## config.mk

```make
export PLATFORM = sky130hd
export DESIGN_NAME = decode_top
export DESIGN_NICKNAME = d
export VERILOG_FILES = /design/src/logic/decode_pkg.sv /design/src/logic/bypass_fifo.sv /design/src/logic/rvc_decoder.sv /design/src/logic/rv_decoder.sv /design/src/logic/decode_stage.sv /design/src/logic/instr_fifo.sv /design/src/logic/decode_top.sv
export SDC_FILE = /design/constraint.sdc
export NUM_CORES = 1
export LEC_CHECK = 0
export BUFFER_PORTS_ARGS = -buffer_cell sky130_fd_sc_hd__buf_2
export CAP_MARGIN = 10
export CORE_MARGIN = 2
export CORE_UTILIZATION = 55
export CTS_BUF_LIST = sky130_fd_sc_hd__clkbuf_16
export DETAILED_ROUTE_END_ITERATION = 8
export PLACE_DENSITY = 0.75
export SLEW_MARGIN = 20
export SYNTH_ARGS = -nofsm -noshare
export SYNTH_HDL_FRONTEND = slang
export SYNTH_SLANG_ARGS = --single-unit
```

## constraint.sdc

```tcl
create_clock -name CLK -period 29.5 [get_ports CLK]
set_input_delay 1.475 -clock CLK [delete_from_list [all_inputs] [get_ports CLK]]
set_output_delay 1.475 -clock CLK [all_outputs]
set_load 0.05 [all_outputs]
```

## src/logic/decode_pkg.sv

```systemverilog
package decode_pkg;

	localparam int XLEN = 64; // Register width

	// Base opcodes of RV64I
	localparam logic [6:0] OPC_LUI       = 7'b0110111;
	localparam logic [6:0] OPC_AUIPC     = 7'b0010111;
	localparam logic [6:0] OPC_JAL       = 7'b1101111;
	localparam logic [6:0] OPC_JALR      = 7'b1100111;
	localparam logic [6:0] OPC_BRANCH    = 7'b1100011;
	localparam logic [6:0] OPC_LOAD      = 7'b0000011;
	localparam logic [6:0] OPC_STORE     = 7'b0100011;
	localparam logic [6:0] OPC_OP_IMM    = 7'b0010011;
	localparam logic [6:0] OPC_OP        = 7'b0110011;
	localparam logic [6:0] OPC_OP_IMM_32 = 7'b0011011;
	localparam logic [6:0] OPC_OP_32     = 7'b0111011;

	// Fetch packet, 97 bits
	typedef struct packed {
		logic [31:0]     instr;  // Only low half counts for RVC
		logic [XLEN-1:0] pc;
		logic            is_rvc;
	} fetch_pkt_t;

	typedef enum logic [3:0] {
		OP_ALU, OP_ALU_IMM, OP_LOAD, OP_STORE, OP_BRANCH,
		OP_JAL, OP_JALR, OP_LUI, OP_AUIPC, OP_ILLEGAL
	} op_class_t;

	// Low three bits follow funct3, bit 3 is funct7[5] for ALU ops
	// Loads and stores put their funct3 here as well
	typedef enum logic [3:0] {
		ALU_ADD  = 4'd0,  ALU_SLL  = 4'd1,  ALU_SLT  = 4'd2,  ALU_SLTU = 4'd3,
		ALU_XOR  = 4'd4,  ALU_SRL  = 4'd5,  ALU_OR   = 4'd6,  ALU_AND  = 4'd7,
		ALU_SUB  = 4'd8,  ALU_SRA  = 4'd13,
		ALU_BEQ  = 4'd9,  ALU_BNE  = 4'd10, ALU_BLT  = 4'd11, ALU_BGE  = 4'd12,
		ALU_BLTU = 4'd14, ALU_BGEU = 4'd15
	} alu_fn_t;

	// Micro-instruction handed to issue
	typedef struct packed {
		logic [XLEN-1:0] pc;
		op_class_t       op;
		alu_fn_t         fn;
		logic [4:0]      rd;      // Zero when not written
		logic [4:0]      rs1;     // Zero when not read
		logic [4:0]      rs2;
		logic [XLEN-1:0] imm;     // Sign-extended
		logic            is_word; // OP-32 / OP-IMM-32 forms
		logic            is_rvc;
	} micro_instr_t;

endpackage

```

## src/logic/bypass_fifo.sv

```systemverilog
`timescale 1ns/1ps

module bypass_fifo #(
	parameter type payload_t = logic
) (
	input  logic     valid_i,
	input  payload_t data_i,
	output logic     ready_o, // Upstream may send

	output logic     valid_o,
	output payload_t data_o,
	input  logic     ready_i, // Downstream takes

	input  logic     flush_i,
	input  logic     CLK,
	input  logic     reset_i
);

	logic     full;     // Holding a stored entry
	payload_t buf_data; // Stored payload

	// Empty buffer passes input straight through
	assign valid_o = full | valid_i;
	assign data_o  = full ? buf_data : data_i;
	assign ready_o = ~full; // Refuse input while holding

	always_ff @(posedge CLK) begin
		if (reset_i | flush_i) begin
			full <= 1'b0;
		end else if (~full & valid_i & ~ready_i) begin
			full <= 1'b1; // Downstream stalled, keep it
		end else if (full & ready_i) begin
			full <= 1'b0; // Stored entry drained
		end
	end

	// Capture only when the pass-through is refused
	always_ff @(posedge CLK) begin
		if (~full & valid_i & ~ready_i) begin
			buf_data <= data_i;
		end
	end

endmodule

```

## src/logic/rvc_decoder.sv

```systemverilog
`timescale 1ns/1ps

module rvc_decoder import decode_pkg::*; (
	input  logic [15:0]     instr_i,
	input  logic [XLEN-1:0] pc_i,
	output micro_instr_t    micro_o
);

	logic [2:0]      funct3;
	logic [4:0]      rd_full;  // Full register field [11:7]
	logic [4:0]      rs2_full; // Full register field [6:2]
	logic [4:0]      rd_p;     // Compressed field [4:2], x8..x15
	logic [4:0]      rs1_p;    // Compressed field [9:7], x8..x15
	logic [XLEN-1:0] imm_ci;   // 6-bit signed
	logic [XLEN-1:0] imm_lw;   // Word offset, unsigned
	logic [XLEN-1:0] imm_cj;   // Jump offset
	logic [XLEN-1:0] imm_cb;   // Branch offset
	logic            illegal;

	assign funct3   = instr_i[15:13];
	assign rd_full  = instr_i[11:7];
	assign rs2_full = instr_i[6:2];
	assign rd_p     = {2'b01, instr_i[4:2]};
	assign rs1_p    = {2'b01, instr_i[9:7]};

	assign imm_ci = {{58{instr_i[12]}}, instr_i[12], instr_i[6:2]};
	assign imm_lw = {57'b0, instr_i[5], instr_i[12:10], instr_i[6], 2'b00};
	assign imm_cj = {{52{instr_i[12]}}, instr_i[12], instr_i[8], instr_i[10:9], instr_i[6],
		instr_i[7], instr_i[2], instr_i[11], instr_i[5:3], 1'b0};
	assign imm_cb = {{55{instr_i[12]}}, instr_i[12], instr_i[6:5], instr_i[2],
		instr_i[11:10], instr_i[4:3], 1'b0};

	always_comb begin
		illegal        = 1'b0;
		micro_o        = '0;
		micro_o.pc     = pc_i;
		micro_o.op     = OP_ALU_IMM;
		micro_o.fn     = ALU_ADD;
		micro_o.is_rvc = 1'b1;
		case ({instr_i[1:0], funct3}) // Quadrant and funct3
			5'b00_010: begin // C.LW
				micro_o.op  = OP_LOAD;
				micro_o.fn  = alu_fn_t'(4'b0010);
				micro_o.rd  = rd_p;
				micro_o.rs1 = rs1_p;
				micro_o.imm = imm_lw;
			end
			5'b00_110: begin // C.SW
				micro_o.op  = OP_STORE;
				micro_o.fn  = alu_fn_t'(4'b0010);
				micro_o.rs1 = rs1_p;
				micro_o.rs2 = rd_p;
				micro_o.imm = imm_lw;
			end
			5'b01_000, 5'b01_001: begin // C.ADDI, C.ADDIW
				micro_o.rd      = rd_full;
				micro_o.rs1     = rd_full;
				micro_o.imm     = imm_ci;
				micro_o.is_word = funct3[0];
				illegal         = funct3[0] & (rd_full == 5'd0); // ADDIW x0 reserved
			end
			5'b01_010: begin // C.LI, addi rd, x0, imm
				micro_o.rd  = rd_full;
				micro_o.imm = imm_ci;
			end
			5'b01_101: begin // C.J
				micro_o.op  = OP_JAL;
				micro_o.imm = imm_cj;
			end
			5'b01_110, 5'b01_111: begin // C.BEQZ, C.BNEZ against x0
				micro_o.op  = OP_BRANCH;
				micro_o.fn  = funct3[0] ? ALU_BNE : ALU_BEQ;
				micro_o.rs1 = rs1_p;
				micro_o.imm = imm_cb;
			end
			5'b10_100: begin
				if (~instr_i[12] & (rs2_full == 5'd0)) begin // C.JR
					micro_o.op  = OP_JALR;
					micro_o.rs1 = rd_full;
					illegal     = (rd_full == 5'd0);
				end else if (rs2_full != 5'd0) begin // C.MV or C.ADD
					micro_o.op  = OP_ALU;
					micro_o.rd  = rd_full;
					micro_o.rs1 = instr_i[12] ? rd_full : 5'd0;
					micro_o.rs2 = rs2_full;
				end else begin
					illegal = 1'b1; // C.EBREAK, C.JALR
				end
			end
			default: illegal = 1'b1;
		endcase
		if (illegal) begin
			micro_o        = '0;
			micro_o.pc     = pc_i;
			micro_o.op     = OP_ILLEGAL;
			micro_o.fn     = ALU_ADD;
			micro_o.is_rvc = 1'b1;
		end
	end

endmodule

```

## src/logic/rv_decoder.sv

```systemverilog
`timescale 1ns/1ps

module rv_decoder import decode_pkg::*; (
	input  logic [31:0]     instr_i,
	input  logic [XLEN-1:0] pc_i,
	output micro_instr_t    micro_o
);

	logic [6:0]      opcode;
	logic [2:0]      funct3;
	logic [6:0]      funct7;
	logic [XLEN-1:0] imm_i, imm_s, imm_b, imm_u, imm_j;
	logic            illegal;

	assign opcode = instr_i[6:0];
	assign funct3 = instr_i[14:12];
	assign funct7 = instr_i[31:25];

	// Immediate formats
	assign imm_i = {{52{instr_i[31]}}, instr_i[31:20]};
	assign imm_s = {{52{instr_i[31]}}, instr_i[31:25], instr_i[11:7]};
	assign imm_b = {{51{instr_i[31]}}, instr_i[31], instr_i[7], instr_i[30:25],
		instr_i[11:8], 1'b0};
	assign imm_u = {{32{instr_i[31]}}, instr_i[31:12], 12'b0};
	assign imm_j = {{43{instr_i[31]}}, instr_i[31], instr_i[19:12], instr_i[20],
		instr_i[30:21], 1'b0};

	always_comb begin
		illegal     = 1'b0;
		micro_o     = '0;
		micro_o.pc  = pc_i;
		micro_o.op  = OP_ILLEGAL;
		micro_o.fn  = ALU_ADD;
		micro_o.rd  = instr_i[11:7];  // Cleared below where unused
		micro_o.rs1 = instr_i[19:15];
		micro_o.rs2 = instr_i[24:20];
		case (opcode)
			OPC_LUI, OPC_AUIPC, OPC_JAL: begin // rd only
				micro_o.op  = (opcode == OPC_LUI) ? OP_LUI :
				              (opcode == OPC_AUIPC) ? OP_AUIPC : OP_JAL;
				micro_o.imm = (opcode == OPC_JAL) ? imm_j : imm_u;
				micro_o.rs1 = 5'd0;
				micro_o.rs2 = 5'd0;
			end
			OPC_JALR: begin
				micro_o.op  = OP_JALR;
				micro_o.imm = imm_i;
				micro_o.rs2 = 5'd0;
				illegal     = (funct3 != 3'b000);
			end
			OPC_BRANCH: begin
				micro_o.op  = OP_BRANCH;
				micro_o.imm = imm_b;
				micro_o.rd  = 5'd0;
				case (funct3)
					3'b000: micro_o.fn = ALU_BEQ;
					3'b001: micro_o.fn = ALU_BNE;
					3'b100: micro_o.fn = ALU_BLT;
					3'b101: micro_o.fn = ALU_BGE;
					3'b110: micro_o.fn = ALU_BLTU;
					3'b111: micro_o.fn = ALU_BGEU;
					default: illegal = 1'b1;
				endcase
			end
			OPC_LOAD: begin
				micro_o.op  = OP_LOAD;
				micro_o.fn  = alu_fn_t'({1'b0, funct3}); // Width and sign
				micro_o.imm = imm_i;
				micro_o.rs2 = 5'd0;
				illegal     = (funct3 == 3'b111);
			end
			OPC_STORE: begin
				micro_o.op  = OP_STORE;
				micro_o.fn  = alu_fn_t'({1'b0, funct3});
				micro_o.imm = imm_s;
				micro_o.rd  = 5'd0;
				illegal     = funct3[2]; // SB..SD only
			end
			OPC_OP_IMM, OPC_OP_IMM_32: begin
				micro_o.op      = OP_ALU_IMM;
				micro_o.fn      = alu_fn_t'({1'b0, funct3});
				micro_o.imm     = imm_i;
				micro_o.rs2     = 5'd0;
				micro_o.is_word = (opcode == OPC_OP_IMM_32);
				if (funct3[1:0] == 2'b01) begin // Shifts carry shamt only
					micro_o.imm = micro_o.is_word ? {59'b0, instr_i[24:20]}
					                              : {58'b0, instr_i[25:20]};
					micro_o.fn  = (funct3[2] & funct7[5]) ? ALU_SRA : micro_o.fn;
					illegal     = ({funct7[6], funct7[4:1]} != 5'd0) | (~funct3[2] & funct7[5])
					            | (micro_o.is_word & funct7[0]);
				end else begin
					illegal = micro_o.is_word & (funct3 != 3'b000); // ADDIW only
				end
			end
			OPC_OP, OPC_OP_32: begin
				micro_o.op      = OP_ALU;
				micro_o.fn      = alu_fn_t'({funct7[5], funct3});
				micro_o.is_word = (opcode == OPC_OP_32);
				illegal = ({funct7[6], funct7[4:0]} != 6'd0)
				        | (funct7[5] & (funct3 != 3'b000) & (funct3 != 3'b101))
				        | (micro_o.is_word & (funct3 != 3'b000) & (funct3 != 3'b001)
				           & (funct3 != 3'b101));
			end
			default: illegal = 1'b1;
		endcase
		if (illegal) begin
			micro_o    = '0;
			micro_o.pc = pc_i;
			micro_o.op = OP_ILLEGAL;
			micro_o.fn = ALU_ADD;
		end
	end

endmodule

```

## src/logic/decode_stage.sv

```systemverilog
`timescale 1ns/1ps

module decode_stage import decode_pkg::*; (
	input  logic         fetch_valid_i,
	output logic         fetch_ready_o,
	input  fetch_pkt_t   fetch_pkt_i,

	input  logic         instr_reject_i, // Queue full
	output logic         instr_push_o,
	output micro_instr_t decoded_uop_o,

	input  logic         flush_i,
	input  logic         CLK,
	input  logic         reset_i
);

	logic         bp_valid;    // Packet available to decode
	logic         bp_ready;    // Buffer can take a packet
	fetch_pkt_t   id_pkt;      // Packet at decode
	micro_instr_t uop_16;
	micro_instr_t uop_32;

	// Buffer absorbs one packet while the queue rejects
	assign fetch_ready_o = bp_ready;

	bypass_fifo #(
		.payload_t(fetch_pkt_t)
	) bp_fifo_i (
		.valid_i (fetch_valid_i),
		.data_i  (fetch_pkt_i),
		.ready_o (bp_ready),
		.valid_o (bp_valid),
		.data_o  (id_pkt),
		.ready_i (~instr_reject_i), // Drains when queue has room
		.flush_i (flush_i),
		.CLK     (CLK),
		.reset_i (reset_i)
	);

	// Both decoders see the same buffered packet
	rvc_decoder rvc_dec_i (
		.instr_i (id_pkt.instr[15:0]),
		.pc_i    (id_pkt.pc),
		.micro_o (uop_16)
	);

	rv_decoder rv_dec_i (
		.instr_i (id_pkt.instr),
		.pc_i    (id_pkt.pc),
		.micro_o (uop_32)
	);

	assign decoded_uop_o = id_pkt.is_rvc ? uop_16 : uop_32;
	assign instr_push_o  = bp_valid & ~instr_reject_i; // Queue has room

endmodule

```

## src/logic/instr_fifo.sv

```systemverilog
`timescale 1ns/1ps

module instr_fifo #(
	parameter type payload_t  = logic,
	parameter int  FIFO_DEPTH = 4 // Power of two, 2 or more
) (
	input  logic     push_i,
	input  payload_t data_i,
	output logic     reject_o, // Full

	output logic     valid_o,
	output payload_t data_o,
	input  logic     ready_i,

	input  logic     flush_i,
	input  logic     CLK,
	input  logic     reset_i
);

	localparam int AW = $clog2(FIFO_DEPTH);

	payload_t      mem [FIFO_DEPTH];
	logic [AW-1:0] rd_ptr;
	logic [AW-1:0] wr_ptr;
	logic [AW:0]   count; // One extra bit to hold FIFO_DEPTH
	logic          pop;

	assign reject_o = (count == (AW+1)'(FIFO_DEPTH));
	assign valid_o  = (count != '0);
	assign data_o   = mem[rd_ptr]; // Head entry
	assign pop      = valid_o & ready_i;

	always_ff @(posedge CLK) begin
		if (reset_i | flush_i) begin
			rd_ptr <= '0;
			wr_ptr <= '0;
			count  <= '0;
		end else begin
			if (push_i) wr_ptr <= wr_ptr + 1'b1; // Wraps at depth
			if (pop)    rd_ptr <= rd_ptr + 1'b1;
			case ({push_i, pop})
				2'b10:   count <= count + 1'b1;
				2'b01:   count <= count - 1'b1;
				default: count <= count; // Both or neither
			endcase
		end
	end

	// Push is already qualified by reject upstream
	always_ff @(posedge CLK) begin
		if (push_i & ~flush_i) begin
			mem[wr_ptr] <= data_i;
		end
	end

endmodule

```

## src/logic/decode_top.sv

```systemverilog
`timescale 1ns/1ps

module decode_top import decode_pkg::*; #(
	parameter int FIFO_DEPTH = 4
) (
	input  logic         fetch_valid_i,
	output logic         fetch_ready_o,
	input  fetch_pkt_t   fetch_pkt_i,

	output logic         issue_valid_o,
	input  logic         issue_ready_i,
	output micro_instr_t issue_uop_o,

	input  logic         flush_i,
	input  logic         CLK,
	input  logic         reset_i
);

	logic         instr_reject; // Queue to decode
	logic         instr_push;   // Decode to queue
	micro_instr_t decoded_uop;

	decode_stage decode_stage_i (
		.fetch_valid_i  (fetch_valid_i),
		.fetch_ready_o  (fetch_ready_o),
		.fetch_pkt_i    (fetch_pkt_i),
		.instr_reject_i (instr_reject),
		.instr_push_o   (instr_push),
		.decoded_uop_o  (decoded_uop),
		.flush_i        (flush_i),
		.CLK            (CLK),
		.reset_i        (reset_i)
	);

	instr_fifo #(
		.payload_t  (micro_instr_t),
		.FIFO_DEPTH (FIFO_DEPTH)
	) instr_fifo_i (
		.push_i   (instr_push),
		.data_i   (decoded_uop),
		.reject_o (instr_reject),
		.valid_o  (issue_valid_o),
		.data_o   (issue_uop_o),
		.ready_i  (issue_ready_i),
		.flush_i  (flush_i),
		.CLK      (CLK),
		.reset_i  (reset_i)
	);

endmodule

```

Word-level counts from Yosys, hierarchy flattened
Memories as Yosys holds them, arrays and structs flattened. A register that Yosys moved wholly into a read port is not among the register bits.
Index checks and enable logic that the tools add are counted.
Cells by class
  multipliers: 0
  multiplexer cells: 47
  equal/unequal tests: 31
  div/mod/pow operators: 0
  shift operators: 0
  add/subtract/negate cells: 4
  bitwise gates (word level): 28
  reductions and logical operators: 24
  $lt $le $gt $ge: 0
Operator list (count)
  $pmux W64 S5: 1
  $mux W89: 3
  $pmux W64 S4: 1
  $mux W97: 1
  $mux W64: 1
  $mux W5: 7
  $mux W31: 1
  $eq A5 B4 Y1 const B: 6
  $pmux W5 S3: 2
  $eq A7 B6 Y1 const B: 4
  $pmux W4 S7: 1
  $pmux W4 S6: 1
  $eq A7 B5 Y1 const B: 3
  $eq A7 B7 Y1 const B: 3
  $and A1 B1 Y1: 17
  $mux W4: 4
  $pmux W4 S4: 1
  $reduce_or A2 Y1: 8
  $eq A3 B3 Y1 const B: 5
  $mux W15: 1
  $pmux W3 S5: 1
  $reduce_or A6 Y1: 2
  $logic_not A5 Y1: 2
  $mux W1: 10
  other kinds (31): 48
Storage, ports and cells
  bits in read-only memories: 0
  flip-flop bits (word level): 105
  bits in writable memories: 612
  bits of input ports: 102
  bits in latches: 0
  memories: 1
Memory list
  instr_fifo_i.mem: depth 4, bits a word 153, rd ports 1, clocked after Yosys merged registers in 1, write ports 1, line instr_fifo.sv:22  | payload_t mem [FIFO_DEPTH];

Longest topological paths before layout
  depth after elaboration: 9
  mapped depth: 13
  depth with buffers taken out: 9

Hierarchy
From an unflattened synthesis, not the netlist that was laid out.
Unflattened totals
  cell total of the unflattened synthesis: 1788
  area total of the unflattened synthesis: 32412.3 µm²
By module, submodules not included
  instr_fifo: sequential area each 18557.8 µm², area an instance 22499.1 µm², cells each 849, times used 1
  bypass_fifo: sequential area each 2932.8 µm², area an instance 4185.3 µm², cells each 210, times used 1
  decode_stage: sequential area each 0.0 µm², area an instance 2137.0 µm², cells each 172, times used 1
  rv_decoder: sequential area each 0.0 µm², area an instance 2067.0 µm², cells each 330, times used 1
  rvc_decoder: sequential area each 0.0 µm², area an instance 1524.0 µm², cells each 227, times used 1

Worst setup path after synthesis
OpenSTA, ideal clock, no wires.
  kind: reg2reg
  start point: reg decode_stage_i.bp_fifo_i.full
  end point: reg decode_stage_i.bp_fifo_i.buf_data[0] (netlist name) (enable)
  data arrival time: 8.596 ns
  clock period less this slack: 9.287 ns
  library setup time: 0.692 ns
  path slack: 20.213 ns
  stages on the path, launching flop included: 9
  cell sequence: dfxtp_1 > buf_6 > buf_6 > buf_6 > buf_2 > buf_2 > buf_1 > clkbuf_1 > nor3b_1
On the way
  longest elaborated chain between the ends: 3
Ends and longest elaborated chain
  start, declared: line bypass_fifo.sv:19  | logic full;
  start signal, assigned: line bypass_fifo.sv:29  | full <= 1'b0;
  start signal, assigned: line bypass_fifo.sv:31  | full <= 1'b1;
  start signal, assigned: line bypass_fifo.sv:33  | full <= 1'b0;
  $not A1 Y1: line bypass_fifo.sv:39  | if (~full & valid_i & ~ready_i) begin
  $and A1 B1 Y1 (2 in a row): line bypass_fifo.sv:39
  end signal, assigned: line bypass_fifo.sv:40  | buf_data <= data_i;
  end, declared: line bypass_fifo.sv:20  | payload_t buf_data;
Every way passes these cells.
A chain may end at the register's enable or synchronous reset.

==> results.md <==
- Final Util: 64.0%
- Tightest Hold Check Type: flip-flop to flip-flop
- Grt ovf: 0
- Internal power: 0.00138 W
- Largest net degree at the start of global routing: 63
- DRC viols: 0
- Netlist cell types: 75
- Worst Path Required: 28.02 ns
- Via count: 13148
- Switching share of power: 22.4%
- Clk_skew: 0.0277 ns
- Footprint of the multi-input gates: 0.00600 mm²
- RSZ-0062 raised after global routing: false
- Largest family of logic cells by synthesized area: multiplexers
- Crit-path max cell delay: 0.91 ns
- CTS Buffer Depth: 3
- Num CTS Buffers: 58
- Post-synth top area share: 72.1%
- Cell taking the most area after synthesis: edfxtp_1
- Ys async rst share: 0%
- Comb pwr share: 7.5%
- Syn avg cell area: 19.2 µm²
- Post-synthesis sequential area ratio: 72.9%
- CTS tree: yes
- Fin nets: 1611
- Worst path arrival time: 4.36 ns
- Vias/cell: 6.16
- Crit-path max FO: 45
- P&R area growth vs syn: 14.4%
- Starting Density: 55.9%
- Yosys Warn Count: 0
- Initial DRT Pass Iterations: 5
- WL/cell: 26.0 µm
- Ys flop type: edfxtp_1
- GP Congestion: 0.961
- Clock share of power: 39.7%
- # Max-Cap Violations: 0
- Synthesis-stage register bit count: 591
- Fin crit period: 5.83 ns
- Cts repair resizes: 0
- PwrDens: 64.0 mW/mm²
- Post-synthesis instance total: 1258
- Slowest-stage cell, CP: dfxtp_4
- Largest cells by area after synthesis: edfxtp_1 (72%), mux4_2 (11%), mux2_2 (3.9%)
- Rel. slew slack: 31.7%
- H-tree levels: 2
- Post-Synth XOR/XNOR Area: 0.289%
- Mux share of post-synthesis cell area: 16.4%
- Total GRT Usage: 24.4%
- Die H: 214 µm
- Psw: 0.000398 W
- Initial antenna violation count: 6
- Detail Placement HPWL: 34900 µm
- Total die area: 0.0457 mm²
- Adder-cell share of the synthesized area: 0.341%
- EDFF count, synth: 581
- WS Path Type: flip-flop to output port
- Antenna violation net count after detailed routing: 0
- Reg power frac: 52.8%
- Synthesized area: 0.0242 mm²
- Clock transition at the registers of the reported paths: 0.06 ns
- Fillers: 2966
- IO Pins: 257
- Proportion of layout cells with a drive suffix above 1: 37.3%
- Clock sinks: 591
- DRT Wirelength: 55600 µm
- Total core area: 0.0433 mm²
- Slew Limit Fails: 0
- Placed insts: 2028
- Compound-gate portion of the synthesized area: 4.37%
- Hold bufs inserted after CTS: 0
- Final hold vios: 0
- Final Cycle Share: 19.8%
- Starting DRT DRC Count: 1435
- Vias in the first global route: 13067
- F_max: 0.171 GHz
- Final setup viols: 0
- Status: completed
- Fin cells: 2136
- I/O Buffers: 256
- Die Width: 214 µm
- TNS Setup: 0 ns
- Register area: 0.0177 mm²
- Leakage power total: 9.31 nW
- Worst skew pair latency: 0.62 ns
- Most Frequent Cell on Critical Path: buf_4
- Post-CTS setup buffers: 0
- First-pass GRT wire length: 81400 µm
- Hold_ws: 0.530 ns
- Actual slew at the worst max-slew pin: 1.02 ns
- VDD IR max: 0.0591 mV
- Startpoint Class: flip-flop
- Post-Synth Simple-Gate Area: 3.34%
- CTS root buf: clkbuf_16
- Syn Nets: 1366
- Critical Path Sink Type: output port
- CP cell instances: buf_4 > buf_4 > mux4_2 > buf_2
- Row cnt: 76
-- cell usage after synthesis (all sizes together), types with 3 or more instances --
cell / count
and2: 10
o22ai: 18
clkbuf: 28
edfxtp: 581
o32ai: 9
mux2: 86
ha: 5
nand2: 47
a31oi: 3
dfxtp: 10
nand4: 5
buf: 65
a21oi: 46
nor3: 4
or3: 5
xor2: 3
a22oi: 8
o22a: 4
a41oi: 3
or3b: 5
mux2i: 25
o21ai: 38
a211oi: 3
a2bb2oi: 4
inv: 11
mux4: 121
xnor2: 5
nor4: 3
nand3b: 5
nor2: 40
nand3: 15
-- per-stage QoR --
stage / setup slack [ns] / area [µm²] / power (W)
2_1_floorplan: 20.21 / 24200 / 0.00105
3_3_place_gp: 24.16 / 25900 / 0.00108
3_5_place_dp: 24.11 / 25900 / 0.00109
4_1_cts: 23.48 / 27700 / 0.00179
5_1_grt: 23.21 / 27700 / 0.00183
6_report: 23.67 / 27700 / 0.00177
-- power groups by stage --
stage / Sequential, W / Combinational, W / Clock, W
after detailed placement: 0.000954 / 0.000133 / 0
final: 0.000936 / 0.000134 / 0.000704
after CTS: 0.000936 / 0.000134 / 0.000720
after global placement: 0.000953 / 0.000132 / 0
after floorplan: 0.000953 / 0.0000967 / 0
after global routing: 0.000936 / 0.000140 / 0.000750
-- registers in the layout, summed over array words and instances (netlist names), named ones only --
name,flops
instr_fifo_i.rd_ptr,2
instr_fifo_i.mem,484
decode_stage_i.bp_fifo_i.buf_data,97
instr_fifo_i.count,3
instr_fifo_i.wr_ptr,2
decode_stage_i.bp_fifo_i.full,1
-- cells by family after synthesis --
kind of cell,count (synthesis)
flip-flops,591
multiplexers,232
AO/OA/AOI/OAI,160
AND/OR/NAND/NOR,157
buffers and inverters,104
XOR/XNOR,8
adder cells (fa/ha/maj),6
-- cell type report --
type | count | share of cell area, %
Timing Repair Buffer | 278 | 5.22
Inverter | 11 | 0.149
Sequential cell | 591 | 63.7
Antenna cell | 2 | 0.0181
Clock buffer | 58 | 5.24
Tap cell | 585 | 2.64
Multi-Input combinational cell | 563 | 21.7
Clock inverter | 48 | 1.32
-- worst paths after layout --
kind	from	end	slack, ns	depth (start not counted)
max	flip-flop	issue_uop_o[41]	23.67	4
min reg2reg	instr_fifo_i.count[2]	instr_fifo_i.count[2]	0.53	2
max reg2reg	decode_stage_i.bp_fifo_i.full	instr_fifo_i.mem[2][11]	24.01	9
min	instr_fifo_i.count[2]	instr_fifo_i.count[2]	0.53	2
-- critical path, delay by kind of cell, from the launching register on --
family / cells / cell delay, ns
muxes: 1 / 0.82
buffers and inverters: 3 / 1.87
DFF: 1 / 0.91
-- layout by cell type, fill, tap and decap left out, types with 3 or more instances in the layout --
cell	Yosys	routed
ha_1	5	5
nand3_1	14	14
and2_1	10	6
edfxtp_1	581	581
buf_4	33	22
dfxtp_1	10	7
buf_2	12	256
mux4_2	121	121
clkbuf_16	0	58
nor2_1	40	40
a41oi_1	3	3
or3_1	5	5
bufinv_16	0	6
inv_1	11	33
a2bb2oi_1	4	4
and2_4	0	4
o21ai_0	20	20
mux2_2	84	84
a211oi_1	3	3
xor2_1	3	3
dfxtp_4	0	3
xnor2_1	5	5
o22ai_1	18	18
a22oi_1	6	6
nand3b_1	5	5
o22a_1	4	4
o32ai_1	9	9
mux2i_2	4	4
or3b_1	3	3
a21oi_1	45	45
clkinv_1	0	14
nand4_1	5	5
o21ai_1	18	18
mux2i_1	21	21
nand2_1	47	47
nor3_1	4	4
-- routing by layer --
layer  vias to the layer above  part of all wire (%)  GRT usage, %
li1                       5660                     -             -
met1                      6788                    41          34.1
met2                       574                    47          37.6
met3                       120                   8.4          6.49
met4                         6                   3.3          8.86
met5                         -                 0.072             0
(Power assumes the default switching activity.)
